**config.mk**
```make
export PLATFORM = sky130hd
export DESIGN_NAME = cam_cfg_top
export DESIGN_NICKNAME = d
export VERILOG_FILES = /design/src/source/cam_bus_pkg.sv /design/src/source/cam_report_pkg.sv /design/src/source/cfg_sequencer.sv /design/src/source/bus_frame_tx.sv /design/src/source/readback_check.sv /design/src/source/status_reporter.sv /design/src/source/cam_cfg_top.sv
export SDC_FILE = /design/constraint.sdc
export NUM_CORES = 1
export LEC_CHECK = 0
export BUFFER_PORTS_ARGS = -buffer_cell sky130_fd_sc_hd__buf_2
export CORE_MARGIN = 4
export CORE_UTILIZATION = 52
export DETAILED_ROUTE_END_ITERATION = 8
export GPL_ROUTABILITY_DRIVEN = 0
export PLACE_DENSITY_LB_ADDON = 0.15
export SLEW_MARGIN = 20
export SYNTH_ARGS = -nofsm -noshare
export SYNTH_HDL_FRONTEND = slang
export SYNTH_HIERARCHICAL = 1
export SYNTH_SLANG_ARGS = --single-unit
```
**constraint.sdc**
```tcl
create_clock -name i_sys_clk -period 5.5 [get_ports i_sys_clk]
set_input_delay 0.275 -clock i_sys_clk [delete_from_list [all_inputs] [get_ports i_sys_clk]]
set_output_delay 0.275 -clock i_sys_clk [all_outputs]
set_load 0.005 [all_outputs]
```
**src/source/cam_bus_pkg.sv**
```systemverilog
`default_nettype none

package cam_bus_pkg;

    // ------------------------------------------------------------
    // command word and bus byte widths
    localparam int BYTE_W     = 8;
    localparam int CMD_W      = 32;
    localparam int REG_ADDR_W = 16;  // also the data field width

    // sensor device address bytes
    localparam logic [BYTE_W-1:0] DEV_WR_ADDR = 8'h20;
    localparam logic [BYTE_W-1:0] DEV_RD_ADDR = 8'h21;

    // ------------------------------------------------------------
    // frame lengths in bytes, header included
    localparam int WR_FRAME_LEN   = 5;  // dev, reg hi, reg lo, data hi, data lo
    localparam int ADDR_FRAME_LEN = 3;  // dev, reg hi, reg lo
    localparam int RD_FRAME_LEN   = 1;  // dev only
    localparam int READ_BYTES     = 2;  // returned after a read frame

    typedef enum logic [1:0] {
        FRAME_WRITE,
        FRAME_ADDR,
        FRAME_READ
    } frame_kind_t;

endpackage

`default_nettype wire

```
**src/source/cam_report_pkg.sv**
```systemverilog
`default_nettype none

package cam_report_pkg;

    // ------------------------------------------------------------
    // report channel shape
    localparam int RPT_W     = 32;
    localparam int RPT_WORDS = 5;  // four text words plus the tail word

    // text part of the message, first character in the top byte
    localparam int MSG_W = (RPT_WORDS - 1) * RPT_W;

    localparam logic [MSG_W-1:0] MSG_OK  = "camera config ok";
    localparam logic [MSG_W-1:0] MSG_ERR = "camera cfg error";

    // last word of every report
    localparam logic [RPT_W-1:0] MSG_TAIL = "\n\t\t\t";

endpackage

`default_nettype wire

```
**src/source/cfg_sequencer.sv**
```systemverilog
`timescale 1ns/100ps
`default_nettype none

module cfg_sequencer #(
    parameter int NUM_CMDS = 4
) (
    input  wire                                   i_sys_clk,
    input  wire                                   i_sys_resetn,
    input  wire [NUM_CMDS*cam_bus_pkg::CMD_W-1:0] i_cmd_array,
    input  wire                                   i_cmd_update,
    output logic                                  o_frame_start,
    output cam_bus_pkg::frame_kind_t              o_frame_kind,
    output logic [cam_bus_pkg::CMD_W-1:0]         o_cmd_word,
    input  wire                                   i_frame_done,
    output logic                                  o_cmd_begin,
    input  wire                                   i_mismatch,
    output logic                                  o_report_start,
    output logic                                  o_report_fail
);

    localparam int IDX_W = (NUM_CMDS > 1) ? $clog2(NUM_CMDS) : 1;
    localparam logic [IDX_W-1:0] LAST_IDX = IDX_W'(NUM_CMDS - 1);

    typedef enum logic [2:0] {
        S_IDLE,
        S_START,
        S_WRITE,
        S_ADDR,
        S_READ,
        S_CHECK,
        S_OVER
    } state_t;

    state_t           state;
    logic [IDX_W-1:0] cmd_idx;
    logic             fail_q;  // sticky over the whole block

    // ------------------------------------------------------------
    // per-command frame sequence
    always_ff @(posedge i_sys_clk)
    begin
        if (!i_sys_resetn)
        begin
            state         <= S_IDLE;
            cmd_idx       <= '0;
            fail_q        <= 1'b0;
            o_frame_start <= 1'b0;
            o_cmd_begin   <= 1'b0;
        end
        else
        begin
            o_frame_start <= 1'b0;
            o_cmd_begin   <= 1'b0;
            case (state)
                S_IDLE:
                    if (i_cmd_update)  // strobe only counts here
                    begin
                        state         <= S_START;
                        cmd_idx       <= '0;
                        fail_q        <= 1'b0;
                        o_frame_start <= 1'b1;
                        o_cmd_begin   <= 1'b1;
                    end
                S_START: state <= S_WRITE;  // write frame already kicked off
                S_WRITE:
                    if (i_frame_done)
                    begin
                        state         <= S_ADDR;
                        o_frame_start <= 1'b1;
                    end
                S_ADDR:
                    if (i_frame_done)
                    begin
                        state         <= S_READ;
                        o_frame_start <= 1'b1;
                    end
                S_READ: if (i_frame_done) state <= S_CHECK;
                S_CHECK:
                begin
                    fail_q <= fail_q | i_mismatch;
                    if (cmd_idx == LAST_IDX)
                        state <= S_OVER;
                    else
                    begin
                        // next word, its write frame starts right away
                        cmd_idx       <= cmd_idx + 1'b1;
                        state         <= S_START;
                        o_frame_start <= 1'b1;
                        o_cmd_begin   <= 1'b1;
                    end
                end
                S_OVER:  state <= S_IDLE;
                default: state <= S_IDLE;
            endcase
        end
    end

    always_comb
    begin
        case (state)
            S_ADDR:          o_frame_kind = cam_bus_pkg::FRAME_ADDR;
            S_READ, S_CHECK: o_frame_kind = cam_bus_pkg::FRAME_READ;
            default:         o_frame_kind = cam_bus_pkg::FRAME_WRITE;
        endcase
    end

    assign o_cmd_word     = i_cmd_array[cmd_idx*cam_bus_pkg::CMD_W +: cam_bus_pkg::CMD_W];
    assign o_report_start = (state == S_OVER);
    assign o_report_fail  = fail_q;  // already holds the last check

endmodule

`default_nettype wire

```
**src/source/bus_frame_tx.sv**
```systemverilog
`timescale 1ns/100ps
`default_nettype none

module bus_frame_tx (
    input  wire                                i_sys_clk,
    input  wire                                i_sys_resetn,
    input  wire                                i_frame_start,
    input  cam_bus_pkg::frame_kind_t           i_frame_kind,
    input  wire [cam_bus_pkg::CMD_W-1:0]       i_cmd_word,
    output logic                               o_cfg_valid,
    output logic                               o_cfg_msync,
    output logic [cam_bus_pkg::BYTE_W-1:0]     o_cfg_mdata,
    input  wire                                i_cfg_ready,
    output logic                               o_frame_done
);

    cam_bus_pkg::frame_kind_t          kind_q;
    logic [2:0]                        byte_cnt;
    logic [2:0]                        frame_len;
    logic [cam_bus_pkg::BYTE_W-1:0]    next_byte;
    logic                              load_byte;
    logic                              wait_rdy;  // burst sent, slave still busy

    always_comb
    begin
        case (kind_q)
            cam_bus_pkg::FRAME_WRITE: frame_len = 3'(cam_bus_pkg::WR_FRAME_LEN);
            cam_bus_pkg::FRAME_ADDR:  frame_len = 3'(cam_bus_pkg::ADDR_FRAME_LEN);
            default:                  frame_len = 3'(cam_bus_pkg::RD_FRAME_LEN);
        endcase
    end

    // byte order: device, reg hi, reg lo, data hi, data lo
    always_comb
    begin
        case (byte_cnt)
            3'd0:
                next_byte = (kind_q == cam_bus_pkg::FRAME_READ) ? cam_bus_pkg::DEV_RD_ADDR
                                                                : cam_bus_pkg::DEV_WR_ADDR;
            3'd1:    next_byte = i_cmd_word[31:24];
            3'd2:    next_byte = i_cmd_word[23:16];
            3'd3:    next_byte = i_cmd_word[15:8];
            default: next_byte = i_cmd_word[7:0];
        endcase
    end

    assign load_byte = o_cfg_valid || (o_cfg_msync && byte_cnt != frame_len);

    // ------------------------------------------------------------
    // valid pulse, burst, then wait for ready
    always_ff @(posedge i_sys_clk)
    begin
        if (!i_sys_resetn)
        begin
            kind_q       <= cam_bus_pkg::FRAME_WRITE;
            o_cfg_valid  <= 1'b0;
            o_cfg_msync  <= 1'b0;
            byte_cnt     <= '0;
            wait_rdy     <= 1'b0;
            o_frame_done <= 1'b0;
        end
        else
        begin
            o_cfg_valid  <= i_frame_start;
            o_frame_done <= 1'b0;
            if (i_frame_start)
            begin
                kind_q   <= i_frame_kind;
                byte_cnt <= '0;
            end
            else if (load_byte)
                byte_cnt <= byte_cnt + 1'b1;

            if (o_cfg_valid)
                o_cfg_msync <= 1'b1;
            else if (o_cfg_msync && byte_cnt == frame_len)
            begin
                o_cfg_msync <= 1'b0;  // last byte is on the bus now
                wait_rdy    <= 1'b1;
            end
            else if (wait_rdy && i_cfg_ready)
            begin
                wait_rdy     <= 1'b0;
                o_frame_done <= 1'b1;
            end
        end
    end

    always_ff @(posedge i_sys_clk)
    begin
        if (load_byte)
            o_cfg_mdata <= next_byte;
    end

endmodule

`default_nettype wire

```
**src/source/readback_check.sv**
```systemverilog
`timescale 1ns/100ps
`default_nettype none

module readback_check #(
    parameter logic [cam_bus_pkg::REG_ADDR_W-1:0] CHECK_REG = 16'h3012
) (
    input  wire                               i_sys_clk,
    input  wire                               i_sys_resetn,
    input  wire                               i_clear,
    input  wire [cam_bus_pkg::CMD_W-1:0]      i_cmd_word,
    input  wire                               i_cfg_ssync,
    input  wire [cam_bus_pkg::BYTE_W-1:0]     i_cfg_sdata,
    input  wire                               i_read_done,
    output logic                              o_mismatch
);

    localparam int VAL_W = cam_bus_pkg::READ_BYTES * cam_bus_pkg::BYTE_W;
    localparam int RW    = cam_bus_pkg::REG_ADDR_W;

    logic [1:0]       byte_idx;
    logic [VAL_W-1:0] rd_value;
    logic             take_byte;
    logic             reg_hit;

    assign take_byte = i_cfg_ssync && (byte_idx < cam_bus_pkg::READ_BYTES);
    assign reg_hit   = (i_cmd_word[cam_bus_pkg::CMD_W-1 -: RW] == CHECK_REG);

    always_ff @(posedge i_sys_clk)
    begin
        if (!i_sys_resetn || i_clear)  // fresh state per command
        begin
            byte_idx   <= '0;
            o_mismatch <= 1'b0;
        end
        else
        begin
            if (take_byte)
                byte_idx <= byte_idx + 1'b1;
            if (i_read_done && reg_hit && rd_value != i_cmd_word[RW-1:0])
                o_mismatch <= 1'b1;
        end
    end

    // high byte arrives first
    always_ff @(posedge i_sys_clk)
    begin
        if (take_byte)
            rd_value[(cam_bus_pkg::READ_BYTES-1-byte_idx)*cam_bus_pkg::BYTE_W +:
                     cam_bus_pkg::BYTE_W] <= i_cfg_sdata;
    end

endmodule

`default_nettype wire

```
**src/source/status_reporter.sv**
```systemverilog
`timescale 1ns/100ps
`default_nettype none

module status_reporter (
    input  wire                                 i_sys_clk,
    input  wire                                 i_sys_resetn,
    input  wire                                 i_report_start,
    input  wire                                 i_report_fail,
    output logic                                o_rpt_valid,
    input  wire                                 i_rpt_ready,
    input  wire                                 i_rpt_ssync,
    output logic                                o_rpt_msync,
    output logic [cam_report_pkg::RPT_W-1:0]    o_rpt_mdata
);

    localparam int CNT_W = $clog2(cam_report_pkg::RPT_WORDS + 1);
    localparam int NW    = cam_report_pkg::RPT_WORDS;
    localparam int W     = cam_report_pkg::RPT_W;

    logic                             fail_q;
    logic                             wait_sync;  // handshake done, no burst yet
    logic [CNT_W-1:0]                 word_cnt;
    logic                             load_word;
    logic [cam_report_pkg::MSG_W-1:0] msg;
    logic [W-1:0]                     next_word;

    assign msg = fail_q ? cam_report_pkg::MSG_ERR : cam_report_pkg::MSG_OK;

    always_comb
    begin
        if (word_cnt < CNT_W'(NW - 1))
            next_word = msg[(NW - 2 - word_cnt)*W +: W];
        else
            next_word = cam_report_pkg::MSG_TAIL;
    end

    assign load_word = (wait_sync && i_rpt_ssync) || (o_rpt_msync && word_cnt != CNT_W'(NW));

    // ------------------------------------------------------------
    // valid until ready, then ssync, then the word burst
    always_ff @(posedge i_sys_clk)
    begin
        if (!i_sys_resetn)
        begin
            fail_q      <= 1'b0;
            o_rpt_valid <= 1'b0;
            wait_sync   <= 1'b0;
            o_rpt_msync <= 1'b0;
            word_cnt    <= '0;
        end
        else
        begin
            if (i_report_start)
            begin
                fail_q      <= i_report_fail;  // verdict for this report
                o_rpt_valid <= 1'b1;
                word_cnt    <= '0;
            end
            else if (o_rpt_valid && i_rpt_ready)
            begin
                o_rpt_valid <= 1'b0;
                wait_sync   <= 1'b1;
            end
            else if (load_word)
                word_cnt <= word_cnt + 1'b1;

            if (wait_sync && i_rpt_ssync)
            begin
                wait_sync   <= 1'b0;
                o_rpt_msync <= 1'b1;
            end
            else if (o_rpt_msync && word_cnt == CNT_W'(NW))
                o_rpt_msync <= 1'b0;  // tail word was the last
        end
    end

    always_ff @(posedge i_sys_clk)
    begin
        if (load_word)
            o_rpt_mdata <= next_word;
    end

endmodule

`default_nettype wire

```
**src/source/cam_cfg_top.sv**
```systemverilog
`timescale 1ns/100ps
`default_nettype none

module cam_cfg_top #(
    parameter int                                 NUM_CMDS  = 4,
    parameter logic [cam_bus_pkg::REG_ADDR_W-1:0] CHECK_REG = 16'h3012
) (
    input  wire                                   i_sys_clk,
    input  wire                                   i_sys_resetn,
    // command block
    input  wire [NUM_CMDS*cam_bus_pkg::CMD_W-1:0] i_cmd_array,
    input  wire                                   i_cmd_update,
    // command channel to the sensor
    output wire                                   o_cfg_valid,
    output wire                                   o_cfg_msync,
    output wire [cam_bus_pkg::BYTE_W-1:0]         o_cfg_mdata,
    input  wire                                   i_cfg_ready,
    input  wire                                   i_cfg_ssync,
    input  wire [cam_bus_pkg::BYTE_W-1:0]         i_cfg_sdata,
    // report channel
    output wire                                   o_rpt_valid,
    output wire                                   o_rpt_msync,
    output wire [cam_report_pkg::RPT_W-1:0]       o_rpt_mdata,
    input  wire                                   i_rpt_ready,
    input  wire                                   i_rpt_ssync
);

    wire                              frame_start;
    cam_bus_pkg::frame_kind_t         frame_kind;
    wire [cam_bus_pkg::CMD_W-1:0]     cmd_word;
    wire                              frame_done;
    wire                              cmd_begin;
    wire                              mismatch;
    wire                              read_done;
    wire                              report_start;
    wire                              report_fail;

    // only a read frame ends with captured bytes
    assign read_done = frame_done && (frame_kind == cam_bus_pkg::FRAME_READ);

    cfg_sequencer #(
        .NUM_CMDS (NUM_CMDS)
    ) u_sequencer (
        .i_sys_clk      (i_sys_clk),
        .i_sys_resetn   (i_sys_resetn),
        .i_cmd_array    (i_cmd_array),
        .i_cmd_update   (i_cmd_update),
        .o_frame_start  (frame_start),
        .o_frame_kind   (frame_kind),
        .o_cmd_word     (cmd_word),
        .i_frame_done   (frame_done),
        .o_cmd_begin    (cmd_begin),
        .i_mismatch     (mismatch),
        .o_report_start (report_start),
        .o_report_fail  (report_fail)
    );

    bus_frame_tx u_frame_tx (
        .i_sys_clk     (i_sys_clk),
        .i_sys_resetn  (i_sys_resetn),
        .i_frame_start (frame_start),
        .i_frame_kind  (frame_kind),
        .i_cmd_word    (cmd_word),
        .o_cfg_valid   (o_cfg_valid),
        .o_cfg_msync   (o_cfg_msync),
        .o_cfg_mdata   (o_cfg_mdata),
        .i_cfg_ready   (i_cfg_ready),
        .o_frame_done  (frame_done)
    );

    readback_check #(
        .CHECK_REG (CHECK_REG)
    ) u_check (
        .i_sys_clk    (i_sys_clk),
        .i_sys_resetn (i_sys_resetn),
        .i_clear      (cmd_begin),
        .i_cmd_word   (cmd_word),
        .i_cfg_ssync  (i_cfg_ssync),
        .i_cfg_sdata  (i_cfg_sdata),
        .i_read_done  (read_done),
        .o_mismatch   (mismatch)
    );

    status_reporter u_reporter (
        .i_sys_clk      (i_sys_clk),
        .i_sys_resetn   (i_sys_resetn),
        .i_report_start (report_start),
        .i_report_fail  (report_fail),
        .o_rpt_valid    (o_rpt_valid),
        .i_rpt_ready    (i_rpt_ready),
        .i_rpt_ssync    (i_rpt_ssync),
        .o_rpt_msync    (o_rpt_msync),
        .o_rpt_mdata    (o_rpt_mdata)
    );

endmodule

`default_nettype wire

```
==> summary.md <==
| Metric | Value |
|---|---|
| Cell Area, Placed | `5152 sq um` |
| DP HPWL | `9399 microns` |
| RSZ-0062 raised after global routing | `false` |
| Site row count | `33` |
| Die area | `9896 sq um` |
| Most used DFF post-synth | `edfxtp_1` |
| Count of cell types in the netlist | `65` |
| Share of cells above drive strength 1 | `0.4604` |
| Post-synthesis cell area | `4352 sq um` |
| Clock Pin Slew Worst Setup and Hold Paths | `70 ps` |
| Largest family of logic cells by synthesized area | `multiplexers` |
| Via total after detailed routing | `3620` |
| Post-CTS setup buffers | `0` |
| PwrDens | `261.6 nW/um^2` |
| Starting Density | `0.5323` |
| Tcrit/Tclk final | `0.5015` |
| Io pins | `187` |
| Worst-path fanout max | `22` |
| DRT antenna net count | `0` |
| Worst-margin pin slew | `1113 ps` |
| Drt pass-1 iters | `5` |
| Fmax | `0.3626 GHz` |
| Arr. time, crit path | `3010 ps` |
| Die W | `99.48 microns` |
| Status | `complete, no violations` |
| Multi-input gate area | `2230 sq um` |
| Fin. Hold Viols | `0` |
| H-tree Lvls | `3` |
| Total Wirelength | `11420 microns` |
| Max Clock Skew | `6.518 ps` |
| Root Driver | `clkbuf_8` |
| Post-Synthesis Cells | `358` |
| Initial antenna violation count | `0` |
| Worst Hold Class | `in2reg` |
| Place WS | `2752 ps` |
| EDFF count, synth | `42` |
| # diodes | `0` |
| Most common cell after layout, fill and taps aside | `buf_2` |
| Vias in the first global route | `3604` |
| Cts bufs inserted | `9` |
| Synth Area per Inst | `12.16 sq um` |
| Max-Cap Viols | `0` |
| Most frequent cells in the layout | `buf_2, edfxtp_1, mux4_2, dfxtp_1, nor2_1` |
| Post-synthesis compound-gate area fraction | `0.09114` |
| Max Buffers Root-to-Sink | `2` |
| CTS Hold Buffers Added | `0` |
| Remaining DRCs | `0` |
| TritonCTS clock tree | `built` |
| Worst slew margin | `0.2563` |
| Post-synthesis mux area share | `0.1852` |
| Final worst slack | `2742 ps` |
| Overall Power | `1.404 mW` |
| Post_cts resized | `0` |
| Input/output buffers | `181` |
| Yosys warns | `6` |
| Largest net degree at the start of global routing | `24` |
| GR Overflow Total | `0` |
| Post-layout minimum cycle time | `2758 ps` |
| Ys async rst share | `0` |
| CP Data Required Time | `5750 ps` |
| DRT iter0 DRCs | `200` |
| Clk sinks | `69` |
| Crit end category | `register` |
| Worst Setup Start Kind | `register` |
| Area Overhead vs Synth | `23.32%` |
| CP Class | `reg2reg` |
| Post-Synth Adder-Cell Area | `0.02875` |
| TNS Setup | `0 ps` |
| WL per Instance | `17.99 microns` |
| Global-route usage over all layers | `0.2296` |
| Sequential-to-total area share from yosys stat | `0.4140` |
| Simple-Gate Fraction of Synth Area | `0.1639` |
| Fillers | `676` |
| Design area | `5366 sq um` |
| Register area | `1803 sq um` |
| LEAKAGE | `2.185 nW` |
| Synth Register Bits | `69` |
| Die H | `99.48 microns` |
| First-pass GRT wire length | `17490 microns` |
| Routed vias/inst | `5.701` |
| XOR/XNOR Fraction of Synth Area | `0.03824` |
| Core area | `8175 sq um` |
| Final nets | `678` |
| Clock Latency Late Sink | `340 ps` |
| Fin. max-slew vios | `0` |
| Maximum vdd drop | `0.1395 mV` |
| Endpoints failing setup | `0` |
## power by group
| group | switching [mW] | internal (mW) |
|---|---|---|
| combinational | 0.159 | 0.146 |
| sequential | 0.0395 | 0.615 |
| clock | 0.192 | 0.253 |
| total | 0.391 | 1.01 |
## registers in the layout, summed over array words and instances (netlist names), 2 cells and up
| signal | cells |
|---|---|
| u_check/byte_idx | 2 |
| u_check/rd_value | 16 |
| u_frame_tx/byte_cnt | 3 |
| u_frame_tx/kind_q | 2 |
| u_frame_tx/o_cfg_mdata | 8 |
| u_reporter/o_rpt_mdata | 18 |
| u_reporter/word_cnt | 3 |
| u_sequencer/cmd_idx | 2 |
| u_sequencer/state | 3 |
## path summary, 6_finish.rpt
kind	startpoint	end	slack [ps]	depth (start not counted)
max	u_sequencer/cmd_idx[0]$_SDFFE_PN0P_	u_check/o_mismatch$_SDFFE_PP0P_	2740	4
max reg2reg	u_sequencer/cmd_idx[0]$_SDFFE_PN0P_	u_check/o_mismatch$_SDFFE_PP0P_	2740	4
min	i_cfg_ssync	u_check/byte_idx[1]$_SDFFE_PP0P_	210	3
min reg2reg	u_frame_tx/wait_rdy$_SDFFE_PN0P_	u_frame_tx/o_frame_done$_SDFF_PP0_	480	2
## through the flow
| stage | instances | hold slack [ps] | utilization |
|---|---|---|---|
| after floorplan | 362 | 392.5 | - |
| after global placement | 619 | 441.6 | 0.6302 |
| after detailed placement | 619 | 453.6 | 0.6302 |
| after CTS | 635 | 197.6 | 0.6564 |
| after global routing | 635 | 215.0 | 0.6564 |
| final | 635 | 209.5 | 0.6564 |
## metal layers
metal	up-vias	part of all wire	global-route usage
met5	-	0	0
li1	1669	-	-
met1	1689	0.38	0.2789
met3	37	0.093	0.04839
met4	0	0.043	0.1313
met2	225	0.49	0.3791
## Yosys cell counts, drive strengths merged, types with 10 or more instances
library cell,count,share of area
nor2,21,0.018
xnor2,18,0.036
a21oi,18,0.022
ha,10,0.029
nand2,19,0.017
mux4,32,0.17
dfxtp,27,0.12
and2,14,0.020
edfxtp,42,0.29
buf,28,0.059
inv,18,0.016
nor3,11,0.013
## final cells by class
class	instances	area share
multi-input cells	244	0.4155
flip-flops and latches	69	0.3360
repair buffers	183	0.1716
well taps	105	0.02448
clock buffers	9	0.02308
clock inverters	7	0.01679
inverters	18	0.01259
## cells by family (layout without fill, tap and decap cells)
group | Yosys count | in the layout
fa+ha+maj | 10 | 10
xor+xnor | 19 | 19
mux | 39 | 39
simple gates | 117 | 117
flops | 69 | 69
buf+inv | 49 | 217
compound gates | 53 | 53
other cells | 2 | 6
## critical path, stage by stage (launching register included)
cell and delay, ps:
dfxtp_2 770, mux4_2 600, or4b_1 550, or4b_1 480
o32ai_1 260
Note: power is estimated with default switching activity, not from simulation.
